## src/dma_pkg.sv

```systemverilog
// ~~~~~~~~~~~~~~~~~~~~~~~~~~~~~~~~~~~~~~~~~~~~~~~~~~~~~~~~~~~~~~~~~~~~~~~~~~
// Shared sizes, request and completion words of the DMA dispatcher.
// Every design file takes these by a wildcard import in its module header.
// ~~~~~~~~~~~~~~~~~~~~~~~~~~~~~~~~~~~~~~~~~~~~~~~~~~~~~~~~~~~~~~~~~~~~~~~~~~

`default_nettype none

package dma_pkg;

  // ~~~~~~~~~~~~~~~~~~~~~~~~~~~~~~~~~~~~~~~~~~~~~~~~~~~~~~~~~~~~~~~~~~~~~~~~
  // Sizes
  // ~~~~~~~~~~~~~~~~~~~~~~~~~~~~~~~~~~~~~~~~~~~~~~~~~~~~~~~~~~~~~~~~~~~~~~~~
  localparam int N_CHAN        = 4;                    // Number of channel engines.
  localparam int CHAN_BITS     = $clog2(N_CHAN);       // Width of a channel index.
  localparam int PID_BITS      = 6;                    // Process id width.
  localparam int VADDR_BITS    = 32;                   // Virtual address width.
  localparam int LEN_BITS      = 8;                    // Beat count, a request runs len+1.
  localparam int N_OUTSTANDING = 4;                    // Requests held per engine.

  // Queue pointer and occupancy widths, shared by engine and collector.
  localparam int QPTR_BITS = (N_OUTSTANDING > 1) ? $clog2(N_OUTSTANDING) : 1;
  localparam int OCC_BITS  = $clog2(N_OUTSTANDING + 1); // Holds 0..N_OUTSTANDING.

  // ~~~~~~~~~~~~~~~~~~~~~~~~~~~~~~~~~~~~~~~~~~~~~~~~~~~~~~~~~~~~~~~~~~~~~~~~
  // Words
  // ~~~~~~~~~~~~~~~~~~~~~~~~~~~~~~~~~~~~~~~~~~~~~~~~~~~~~~~~~~~~~~~~~~~~~~~~
  typedef struct packed {
    logic [PID_BITS-1:0]   pid;                        // Owning process.
    logic [CHAN_BITS-1:0]  dest;                       // Target engine.
    logic [VADDR_BITS-1:0] vaddr;                      // Start address, not translated.
    logic [LEN_BITS-1:0]   len;                        // Beats minus one.
    logic                  host;                       // Host side transfer.
    logic                  stream;                     // Stream side transfer.
  } dma_req_t;

  typedef struct packed {
    logic [PID_BITS-1:0]  pid;                         // Copied from the request.
    logic [CHAN_BITS-1:0] dest;                        // Engine that finished it.
    logic                 host;                        // Copied from the request.
    logic                 stream;                      // Copied from the request.
  } dma_cpl_t;

  // Circular queue pointer step, wraps after the last slot.
  function automatic logic [QPTR_BITS-1:0] qptr_next(input logic [QPTR_BITS-1:0] ptr);
    return (ptr == QPTR_BITS'(N_OUTSTANDING - 1)) ? '0 : ptr + 1'b1;
  endfunction

endpackage

`default_nettype wire

```

## src/dma_cpl_if.sv

```systemverilog
// ~~~~~~~~~~~~~~~~~~~~~~~~~~~~~~~~~~~~~~~~~~~~~~~~~~~~~~~~~~~~~~~~~~~~~~~~~~
// Completion link. Each cycle with valid high carries one completion and
// the sink must take it, there is no ready.
// ~~~~~~~~~~~~~~~~~~~~~~~~~~~~~~~~~~~~~~~~~~~~~~~~~~~~~~~~~~~~~~~~~~~~~~~~~~

`timescale 1ns/1ps
`default_nettype none

interface dma_cpl_if import dma_pkg::*; ();

  logic     valid;                                     // One completion this cycle.
  dma_cpl_t cpl;                                       // Completion word.

  modport master (
    output valid,
    output cpl
  );

  modport slave (
    input  valid,
    input  cpl
  );

endinterface

`default_nettype wire

```

## src/dma_req_if.sv

```systemverilog
// ~~~~~~~~~~~~~~~~~~~~~~~~~~~~~~~~~~~~~~~~~~~~~~~~~~~~~~~~~~~~~~~~~~~~~~~~~~
// Valid/ready request link. The master holds valid and req stable until
// the edge where ready is also high, which is the transfer.
// ~~~~~~~~~~~~~~~~~~~~~~~~~~~~~~~~~~~~~~~~~~~~~~~~~~~~~~~~~~~~~~~~~~~~~~~~~~

`timescale 1ns/1ps
`default_nettype none

interface dma_req_if import dma_pkg::*; ();

  logic     valid;                                     // Request present.
  logic     ready;                                     // Slave can take it.
  dma_req_t req;                                       // Request word.

  // Request source side.
  modport master (
    output valid,
    output req,
    input  ready
  );

  // Request sink side.
  modport slave (
    input  valid,
    input  req,
    output ready
  );

endinterface

`default_nettype wire

```

## src/dma_channel.sv

```systemverilog
// ~~~~~~~~~~~~~~~~~~~~~~~~~~~~~~~~~~~~~~~~~~~~~~~~~~~~~~~~~~~~~~~~~~~~~~~~~~
// One channel engine. Requests are queued, run one at a time for len+1
// beat cycles, and each one ends in a single-cycle completion pulse.
// ~~~~~~~~~~~~~~~~~~~~~~~~~~~~~~~~~~~~~~~~~~~~~~~~~~~~~~~~~~~~~~~~~~~~~~~~~~

`timescale 1ns/1ps
`default_nettype none

module dma_channel import dma_pkg::*; (
  input  logic      aclk,
  input  logic      aresetn,
  dma_req_if.slave  s_req,
  dma_cpl_if.master m_cpl
);

  dma_req_t             q_mem [N_OUTSTANDING];         // Request queue storage.
  logic [QPTR_BITS-1:0] wr_ptr;                        // Next free slot.
  logic [QPTR_BITS-1:0] rd_ptr;                        // Oldest queued request.
  logic [OCC_BITS-1:0]  occ;                           // Queued plus active requests.

  dma_req_t             act_req;                       // Request being worked on.
  logic                 act_vld;                       // An active request exists.
  logic [LEN_BITS-1:0]  beat_cnt;                      // Beats done on act_req.

  logic                 push;                          // Request accepted this cycle.
  logic                 pop;                           // Head moves to the active slot.
  logic                 q_empty;                       // Nothing waiting behind act_req.
  logic                 last_beat;                     // Final beat of act_req.
  dma_cpl_t             cpl_word;                      // Completion built from act_req.

  // ~~~~~~~~~~~~~~~~~~~~~~~~~~~~~~~~~~~~~~~~~~~~~~~~~~~~~~~~~~~~~~~~~~~~~~~~
  // Queue
  // ~~~~~~~~~~~~~~~~~~~~~~~~~~~~~~~~~~~~~~~~~~~~~~~~~~~~~~~~~~~~~~~~~~~~~~~~
  assign s_req.ready = (occ < OCC_BITS'(N_OUTSTANDING)); // Room counts the active one too.
  assign push        = s_req.valid && s_req.ready;
  assign q_empty     = (occ == OCC_BITS'(act_vld));    // Only the active one is held.
  assign pop         = !act_vld && !q_empty;           // Idle engine takes the head.
  assign last_beat   = act_vld && (beat_cnt == act_req.len);

  always_ff @(posedge aclk) begin
    if (push) begin
      q_mem[wr_ptr] <= s_req.req;                      // Accepted request fills the free slot.
    end
  end

  always_ff @(posedge aclk) begin
    if (!aresetn) begin
      wr_ptr <= '0;
      rd_ptr <= '0;
      occ    <= '0;
    end else begin
      if (push) begin
        wr_ptr <= qptr_next(wr_ptr);
      end
      if (pop) begin
        rd_ptr <= qptr_next(rd_ptr);
      end
      // A request leaves the count on its last beat, not on the pop.
      occ <= occ + OCC_BITS'(push) - OCC_BITS'(last_beat);
    end
  end

  // ~~~~~~~~~~~~~~~~~~~~~~~~~~~~~~~~~~~~~~~~~~~~~~~~~~~~~~~~~~~~~~~~~~~~~~~~
  // Beat engine
  // ~~~~~~~~~~~~~~~~~~~~~~~~~~~~~~~~~~~~~~~~~~~~~~~~~~~~~~~~~~~~~~~~~~~~~~~~
  always_ff @(posedge aclk) begin
    if (!aresetn) begin
      act_vld  <= 1'b0;
      beat_cnt <= '0;
    end else if (pop) begin
      act_vld  <= 1'b1;                                // First beat is the next cycle.
      beat_cnt <= '0;
    end else if (last_beat) begin
      act_vld  <= 1'b0;                                // Idle for one cycle, then pop.
    end else if (act_vld) begin
      beat_cnt <= beat_cnt + 1'b1;
    end
  end

  always_ff @(posedge aclk) begin
    if (pop) begin
      act_req <= q_mem[rd_ptr];
    end
  end

  // Completion echoes the request's identity fields.
  always_comb begin
    cpl_word.pid    = act_req.pid;
    cpl_word.dest   = act_req.dest;
    cpl_word.host   = act_req.host;
    cpl_word.stream = act_req.stream;
  end

  assign m_cpl.valid = last_beat;                      // One pulse per request.
  assign m_cpl.cpl   = cpl_word;

  // ~~~~~~~~~~~~~~~~~~~~~~~~~~~~~~~~~~~~~~~~~~~~~~~~~~~~~~~~~~~~~~~~~~~~~~~~
  // Checks
  // ~~~~~~~~~~~~~~~~~~~~~~~~~~~~~~~~~~~~~~~~~~~~~~~~~~~~~~~~~~~~~~~~~~~~~~~~
  // The collector queue depth relies on this bound.
  a_occ_bound: assert property (
    @(posedge aclk) disable iff (!aresetn) occ <= OCC_BITS'(N_OUTSTANDING))
    else $error("engine holds more than N_OUTSTANDING requests");

  // Back-to-back completions would mean a request was skipped or run twice.
  a_cpl_gap: assert property (
    @(posedge aclk) disable iff (!aresetn) m_cpl.valid |=> !m_cpl.valid)
    else $error("completion pulses on consecutive cycles");

endmodule

`default_nettype wire

```

## src/flat_wrapper.sv

```systemverilog
// flat-port wrapper written by rule: the top's interface ports become plain ports
module dma_channel_flat import dma_pkg::*;
  (aclk, aresetn, s_req_valid, s_req_req, s_req_ready, m_cpl_valid, m_cpl_cpl);
  dma_req_if s_req_i ();
  dma_cpl_if m_cpl_i ();
  input  logic aclk;
  input  logic aresetn;
  input wire logic [$bits(s_req_i.valid)-1:0] s_req_valid;
  input wire logic [$bits(s_req_i.req)-1:0] s_req_req;
  output wire logic [$bits(s_req_i.ready)-1:0] s_req_ready;
  output wire logic [$bits(m_cpl_i.valid)-1:0] m_cpl_valid;
  output wire logic [$bits(m_cpl_i.cpl)-1:0] m_cpl_cpl;
  assign s_req_i.valid = s_req_valid;
  assign s_req_i.req = s_req_req;
  assign s_req_ready = s_req_i.ready;
  assign m_cpl_valid = m_cpl_i.valid;
  assign m_cpl_cpl = m_cpl_i.cpl;
  dma_channel u_core (.aclk(aclk), .aresetn(aresetn), .s_req(s_req_i), .m_cpl(m_cpl_i));
endmodule
```

## config.mk

```make
export PLATFORM = sky130hd
export DESIGN_NAME = dma_channel_flat
export DESIGN_NICKNAME = d
export VERILOG_FILES = /design/src/dma_pkg.sv /design/src/dma_cpl_if.sv /design/src/dma_req_if.sv /design/src/dma_channel.sv /design/src/flat_wrapper.sv
export SDC_FILE = /design/constraint.sdc
export NUM_CORES = 1
export LEC_CHECK = 0
export BUFFER_PORTS_ARGS = -buffer_cell sky130_fd_sc_hd__buf_2
export CAP_MARGIN = 20
export CORE_ASPECT_RATIO = 1.5
export CORE_MARGIN = 2
export CORE_UTILIZATION = 48
export DETAILED_ROUTE_END_ITERATION = 8
export MAX_ROUTING_LAYER = met4
export PLACE_DENSITY_LB_ADDON = 0.15
export SYNTH_ARGS = -nofsm -noshare
export SYNTH_HDL_FRONTEND = slang
export SYNTH_SLANG_ARGS = --single-unit
```

## constraint.sdc

```tcl
create_clock -name aclk -period 4.8 [get_ports aclk]
set_clock_uncertainty 0.1 [all_clocks]
set_input_delay 0.72 -clock aclk [delete_from_list [all_inputs] [get_ports aclk]]
set_output_delay 0.72 -clock aclk [all_outputs]
set_load 0.05 [all_outputs]
```

==> impl_metrics.tcl, run 1 <==
set metrics [dict create \
    ys.warnings.count 0 \
    worst_pin_slew_ps 1010 \
    cts_resized 0 \
    rsz0062_at_grt "false" \
    postCtsSetupRepairBufs 0 \
    grt_util_met3_pct 2.76 \
    period_minus_slack_ps 2650 \
    syn_to_final_growth_pct 12.3 \
    synth_common_cells "90 x edfxtp_1, 18 x mux4_2, 16 x dfxtp_1" \
    critical-path-max-stage-delay_ps 410 \
    viasPerCell 5.11 \
    dp_hpwl_um 3910 \
    ys_seq_elements 106 \
    cts_sinks 106 \
    fill_cells 649 \
    num-nets-final 316 \
    path_cells "xnor2_1 > nand4_2 > nor2_2 > and2_2 > buf_2" \
    yosysMostFrequentCell "edfxtp_1" \
    io_pins 65 \
    dr.pass1.iters 4 \
    worstSetupPathType "flop to output pin" \
    hp-class "flop to flop" \
    top_usage_layer "met2" \
    grt_max_degree 21 \
    h-tree-depth 3 \
    ys_async_sr_fraction_pct 0 \
    synth_edf_count 90 \
    cp_num_buf_inv 1 \
    globalRouteOverflowTotal 0 \
    critical_path_required_ps 3980 \
    grt_pass1_wl_um 10300 \
    use_met1_pct 17.9 \
    root_buffer "clkbuf_16" \
    syn_inst 224 \
    wl_per_cell_um 17.0 \
    drt_iter0_drc 133 \
    ctsHoldBuffers 0 \
    post-place-ws_ps 2160 \
    end_kind "output pin" \
    leakage_uw 0.00157 \
    period_share_pct 55.3 \
    status "completed" \
    arrival_ps 1830 \
    route.detailed.drc 0 \
    core-area_mm2 0.00836 \
    power_density_mw_per_mm2 589 \
    drive_above_1_share_pct 28.2 \
    rows 41 \
    n_antenna_cell 0 \
    die_h_um 118 \
    synthFlopType "edfxtp_1" \
    syn_nets 286 \
    postRouteAntennaNets 0 \
    final-hold-violation-count 0 \
    synth_area_mm2 0.00413 \
    vdd_drop_max_v 0.000321 \
    crit_family "simple AND/OR/NAND/NOR gates" \
    setup_violations 0 \
    syn_avg_cell_area_um2 18.4 \
    ys_types 31 \
    ys_seq_area_share_pct 73.3 \
    antenna_found_initial 0 \
    start_kind "flop" \
    clockBufferDepth 2 \
    final_core_util_pct 55.4 \
    yosysTopAreaCell "edfxtp_1" \
    synthTopCellsByArea "edfxtp_1 66%, mux4_2 9.8%, dfxtp_1 7.8%, ha_1 2.4%, xnor2_1 2.1%" \
    synth.top_cell.area_share_pct 65.5 \
    cp_slowest_cell "dfxtp_1" \
    clk_pin_slew_worst_paths_ps 70 \
    port_buffers 32 \
    relSlewSlack_pct 32.7 \
    grt_pass1_vias 2031 \
    drt_wl_total_um 6220 \
    path_max_fanout 6 \
    track_usage_pct 15.7 \
    drv_slew 0 \
    die-area_mm2 0.00937 \
    vias 1871 \
    grt_util_met2_pct 26.3 \
    clk_latency_ps 340 \
    fin_ws_ps 2150 \
    max_cap_violations 0 \
    setup-tns-final_ps 0 \
    cts_tree "built" \
    numCtsBuffers 9 \
    fmax_ghz 0.377 \
    gp_congestion 0.787 \
    die_x_um 79.7 \
    start_util_pct 49.3 \
]
==> path summary, 6_finish.rpt <==
check / start / to / slack, ps / cells past startpoint
setup / recovery: u_core.beat_cnt[0] / m_cpl_valid / 2150 / 5
setup reg to reg: u_core.beat_cnt[0] / u_core.occ[2] / 2220 / 11
hold / removal: u_core.beat_cnt[7] / u_core.beat_cnt[7] / 410 / 2
hold reg to reg: u_core.beat_cnt[7] / u_core.beat_cnt[7] / 410 / 2
==> worst reg2reg max path, stage by stage, from the launching register on <==
cell	delay, ps
dfxtp_1	410
xnor2_1	160
nand4_2	220
nor2_2	250
and2_2	190
ha_1	130
inv_1	40
ha_1	180
fa_1	380
xnor2_1	150
xnor2_1	120
and2_1	150
==> per-layer routing <==
metal / vias to the layer above / wire, µm / share of wire [%]
li1: 908 / - / -
met1: 932 / 2560 / 41
met2: 23 / 3410 / 55
met3: 8 / 106 / 1.7
met4: 0 / 146 / 2.3
met5: - / 0 / 0
==> per-stage QoR <==
step,hold slack (ps),cells,total power (µW),cell area [µm²]
floorplan,370,224,1920,4130
global placement,389,350,2050,4340
detailed placement,400,350,2060,4340
CTS,413,366,2770,4630
global route,478,366,2860,4630
finish,410,366,2730,4630
==> final cells by class <==
class | count | area, µm² | area share (%)
tap | 107 | 134 | 2.89
timing repair buffer | 34 | 175 | 3.78
multi-input combinational | 95 | 977 | 21.1
clock buffer | 10 | 229 | 4.94
inverter | 8 | 30.0 | 0.648
clock inverter | 6 | 65.1 | 1.40
sequential | 106 | 3020 | 65.2
==> cells in the final DEF, fill, tap and decap left out, drive strengths merged <==
master,synthesis,final
nand2,2,2
ha,8,8
xnor2,10,10
nand3,1,1
and2,10,10
dfxtp,16,16
mux2i,2,2
o2111ai,2,2
edfxtp,90,90
a21oi,4,4
nor2b,5,5
clkinv,0,3
mux4,18,18
buf,13,34
clkbuf,2,10
o21ai,7,7
xor2,5,5
bufinv,0,1
fa,1,1
nand4,3,3
inv,8,10
o211ai,1,1
nor3,1,1
and3,2,2
or3,2,2
nor2,11,11
==> report_power, final <==
group          switching (µW)  total, µW  internal, µW
clock network             305        711           406
registers                 100       1340          1240
logic                     431        674           243
total                     837       2730          1890
==> state kept, by name (all words and copies together), names as in the netlist <==
| register | count |
|---|---|
| u_core.occ | 3 |
| u_core.wr_ptr | 2 |
| u_core.beat_cnt | 8 |
| u_core.act_req | 8 |
| u_core.act_vld | 1 |
| u_core.m_cpl.cpl | 10 |
| u_core.q_mem | 72 |
| u_core.rd_ptr | 2 |
==> logic make-up after synthesis <==
kind of cell / synth area share, %
adder cells (fa/ha/maj): 2.91
flip-flops: 73.3
AND/OR/NAND/NOR: 5.19
XOR/XNOR: 3.18
multiplexers: 10.3
AO/OA/AOI/OAI: 2.03
buffers and inverters: 3.09
(Power assumes the default switching activity.)
==> run 2: changes to the inputs <==
--- a/config.mk
+++ b/config.mk
@@ -5,6 +5,7 @@
 export SDC_FILE = /design/constraint.sdc
 export NUM_CORES = 1
 export LEC_CHECK = 0
+export ABC_AREA = 1
 export BUFFER_PORTS_ARGS = -buffer_cell sky130_fd_sc_hd__buf_2
 export CAP_MARGIN = 20
 export CORE_ASPECT_RATIO = 1.5
==> constraint.sdc (replaced) <==
create_clock -name aclk -period 2.35 [get_ports aclk]
set_clock_uncertainty 0.1 [all_clocks]
set_input_delay 0.3525 -clock aclk [delete_from_list [all_inputs] [get_ports aclk]]
set_output_delay 0.3525 -clock aclk [all_outputs]
set_load 0.05 [all_outputs]
==> impl_metrics.tcl, run 2 <==
set metrics [dict create \
    status "completed" \
    io_pins 65 \
    die_x_um 81.1 \
    hold_depth 1 \
    syn_nets 408 \
    yosysTopAreaCell "edfxtp_1" \
    drv_slew 0 \
    leakage_uw 0.00178 \
    fmax_ghz 0.484 \
    rows 42 \
    synthTopCellsByArea "edfxtp_1 63%, dfxtp_1 7.5%, o21ai_0 4.2%, nor2_1 3.9%, nand2_1 2.8%" \
    layout_commonest_cell "edfxtp_1" \
    postCtsSetupRepairBufs 0 \
    num-nets-final 440 \
    dr.pass1.iters 4 \
    ys_types 29 \
    worstSetupPathType "flop to flop" \
    worst_pin_slew_ps 627 \
    viasPerCell 5.10 \
    arrival_ps 2240 \
    power_density_mw_per_mm2 1170 \
    clk_latency_ps 340 \
    synth_area_mm2 0.00428 \
    ys_seq_area_share_pct 70.6 \
    core-area_mm2 0.00878 \
    cts_sinks 106 \
    max_cap_violations 0 \
    synth-simple-area-share_pct 9.35 \
    synthMuxAreaShare_pct 0 \
    route.detailed.drc 0 \
    syn_avg_cell_area_um2 12.4 \
    rsz0062_at_grt "false" \
    vdd_drop_max_v 0.000564 \
    end_kind "flop" \
    drt_iter0_drc 164 \
    period_minus_slack_ps 2060 \
    synth.top_cell.area_share_pct 63.1 \
    r2r.worst_path.cells 14 \
    hp-class "input port to flop" \
    synth_common_cells "90 x edfxtp_1, 44 x nor2_1, 36 x o21ai_0" \
    numCtsBuffers 9 \
    path_max_fanout 5 \
    die-area_mm2 0.00971 \
    die_h_um 120 \
    globalRouteOverflowTotal 0 \
    final-hold-violation-count 0 \
    synth_compound_area_share_pct 9.26 \
    ctsHoldBuffers 0 \
    yosysMostFrequentCell "edfxtp_1" \
    track_usage_pct 17.1 \
    cts_resized 0 \
    port_buffers 32 \
    synth_xor_area_share_pct 2.04 \
    layout_common_cells "90 x edfxtp_1, 43 x nor2_1, 36 x o21ai_0" \
    grt_pass1_vias 2416 \
    largest_reg_flops 72 \
    max_flop_register "u_core.q_mem" \
    relSlewSlack_pct 58.2 \
    synthAdderAreaFrac_pct 2.80 \
    cts_tree "built" \
    dp_hpwl_um 4390 \
    synthFlopType "edfxtp_1" \
    syn_inst 346 \
    start_util_pct 48.8 \
    wl_per_cell_um 14.9 \
    synth_edf_count 90 \
    n_antenna_cell 0 \
    synth_top_family_by_area "simple AND/OR/NAND/NOR gates" \
    start_kind "flop" \
    postRouteAntennaNets 0 \
    antenna_found_initial 0 \
    gp_congestion 0.695 \
    vias 2516 \
    final_core_util_pct 54.8 \
    drive_above_1_share_pct 17.2 \
    ys.warnings.count 0 \
    post-place-ws_ps 271 \
    setup-tns-final_ps 0 \
    period_share_pct 87.8 \
    ys_seq_elements 106 \
    clk_pin_slew_worst_paths_ps 70 \
    syn_to_final_growth_pct 12.4 \
    critical_path_required_ps 2520 \
    fin_ws_ps 286 \
    ys_async_sr_fraction_pct 0 \
    drt_wl_total_um 7370 \
    clockBufferDepth 2 \
    grt_pass1_wl_um 11700 \
    h-tree-depth 3 \
    grt_max_degree 38 \
    setup_violations 0 \
    root_buffer "clkbuf_16" \
]
-- run 2: cell types whose count changed after synthesis, sizes merged, moves of 5 or more --
cell / change
o22ai: +18
nand2: +32
nand3: +9
nor2b: -5
mux4: -18
o21ai: +33
a21oi: +10
buf: +6
xnor2: -5
nor2: +36
and2: -10
inv: +23
-- run 2: final cells by class --
cell class | instances | area (µm²)
fillers | 743 | 3960
flip-flops and latches | 106 | 3020
multi-input cells | 186 | 1020
repair buffers | 43 | 243
clock buffers | 9 | 225
well taps | 110 | 138
inverters | 32 | 120
clock inverters | 7 | 45.0
-- run 2: worst max-delay path, stage by stage (launching register included) --
cell,delay [ps]
dfxtp_1,410
inv_1,70
nand2_1,60
nand2_1,50
nand2_1,70
nor2_2,50
nand2_4,80
nor2_4,30
ha_1,260
inv_1,40
ha_1,180
fa_1,350
inv_1,70
o21ai_0,80
a21oi_1,100
-- run 2: cells by family after synthesis --
group,Yosys count
compound gates,74
xor+xnor,10
fa+ha+maj,9
buf+inv,54
flops,106
simple gates,93
-- run 2: stage by stage --
| step | total power, µW | std cells | area (µm²) | hold slack [ps] |
|---|---|---|---|---|
| 2_1_floorplan | 4010 | 346 | 4300 | 346 |
| 3_3_place_gp | 4320 | 477 | 4540 | 398 |
| 3_5_place_dp | 4350 | 477 | 4540 | 397 |
| 4_1_cts | 5710 | 493 | 4810 | 112 |
| 5_1_grt | 5960 | 493 | 4810 | 121 |
| 6_report | 5640 | 493 | 4810 | 127 |
-- run 2: path summary, 6_finish.rpt --
kind | endpoint | start | slack (ps)
worst min-delay path | u_core.q_mem[3][42] | s_req_req[42] | 130
worst min register to register | u_core.beat_cnt[7] | u_core.beat_cnt[7] | 410
worst max register to register | u_core.occ[2] | u_core.beat_cnt[0] | 290
worst max-delay path | u_core.occ[2] | u_core.beat_cnt[0] | 290
-- run 2: layer usage --
| layer | up-vias | share of wire (%) | global-route usage (%) |
|---|---|---|---|
| li1 | 1259 | - | - |
| met1 | 1217 | 44 | 19.9 |
| met2 | 36 | 53 | 28.9 |
| met3 | 4 | 2.4 | 3.16 |
| met4 | 0 | 0.86 | 6.99 |
| met5 | - | 0 | - |
-- run 2: report_power, final --
group	leakage (µW)	internal [µW]	switching (µW)
clock network	0.000129	715	645
logic	0.000693	448	1210
registers	0.000961	2500	123
total	0.00178	3670	1980
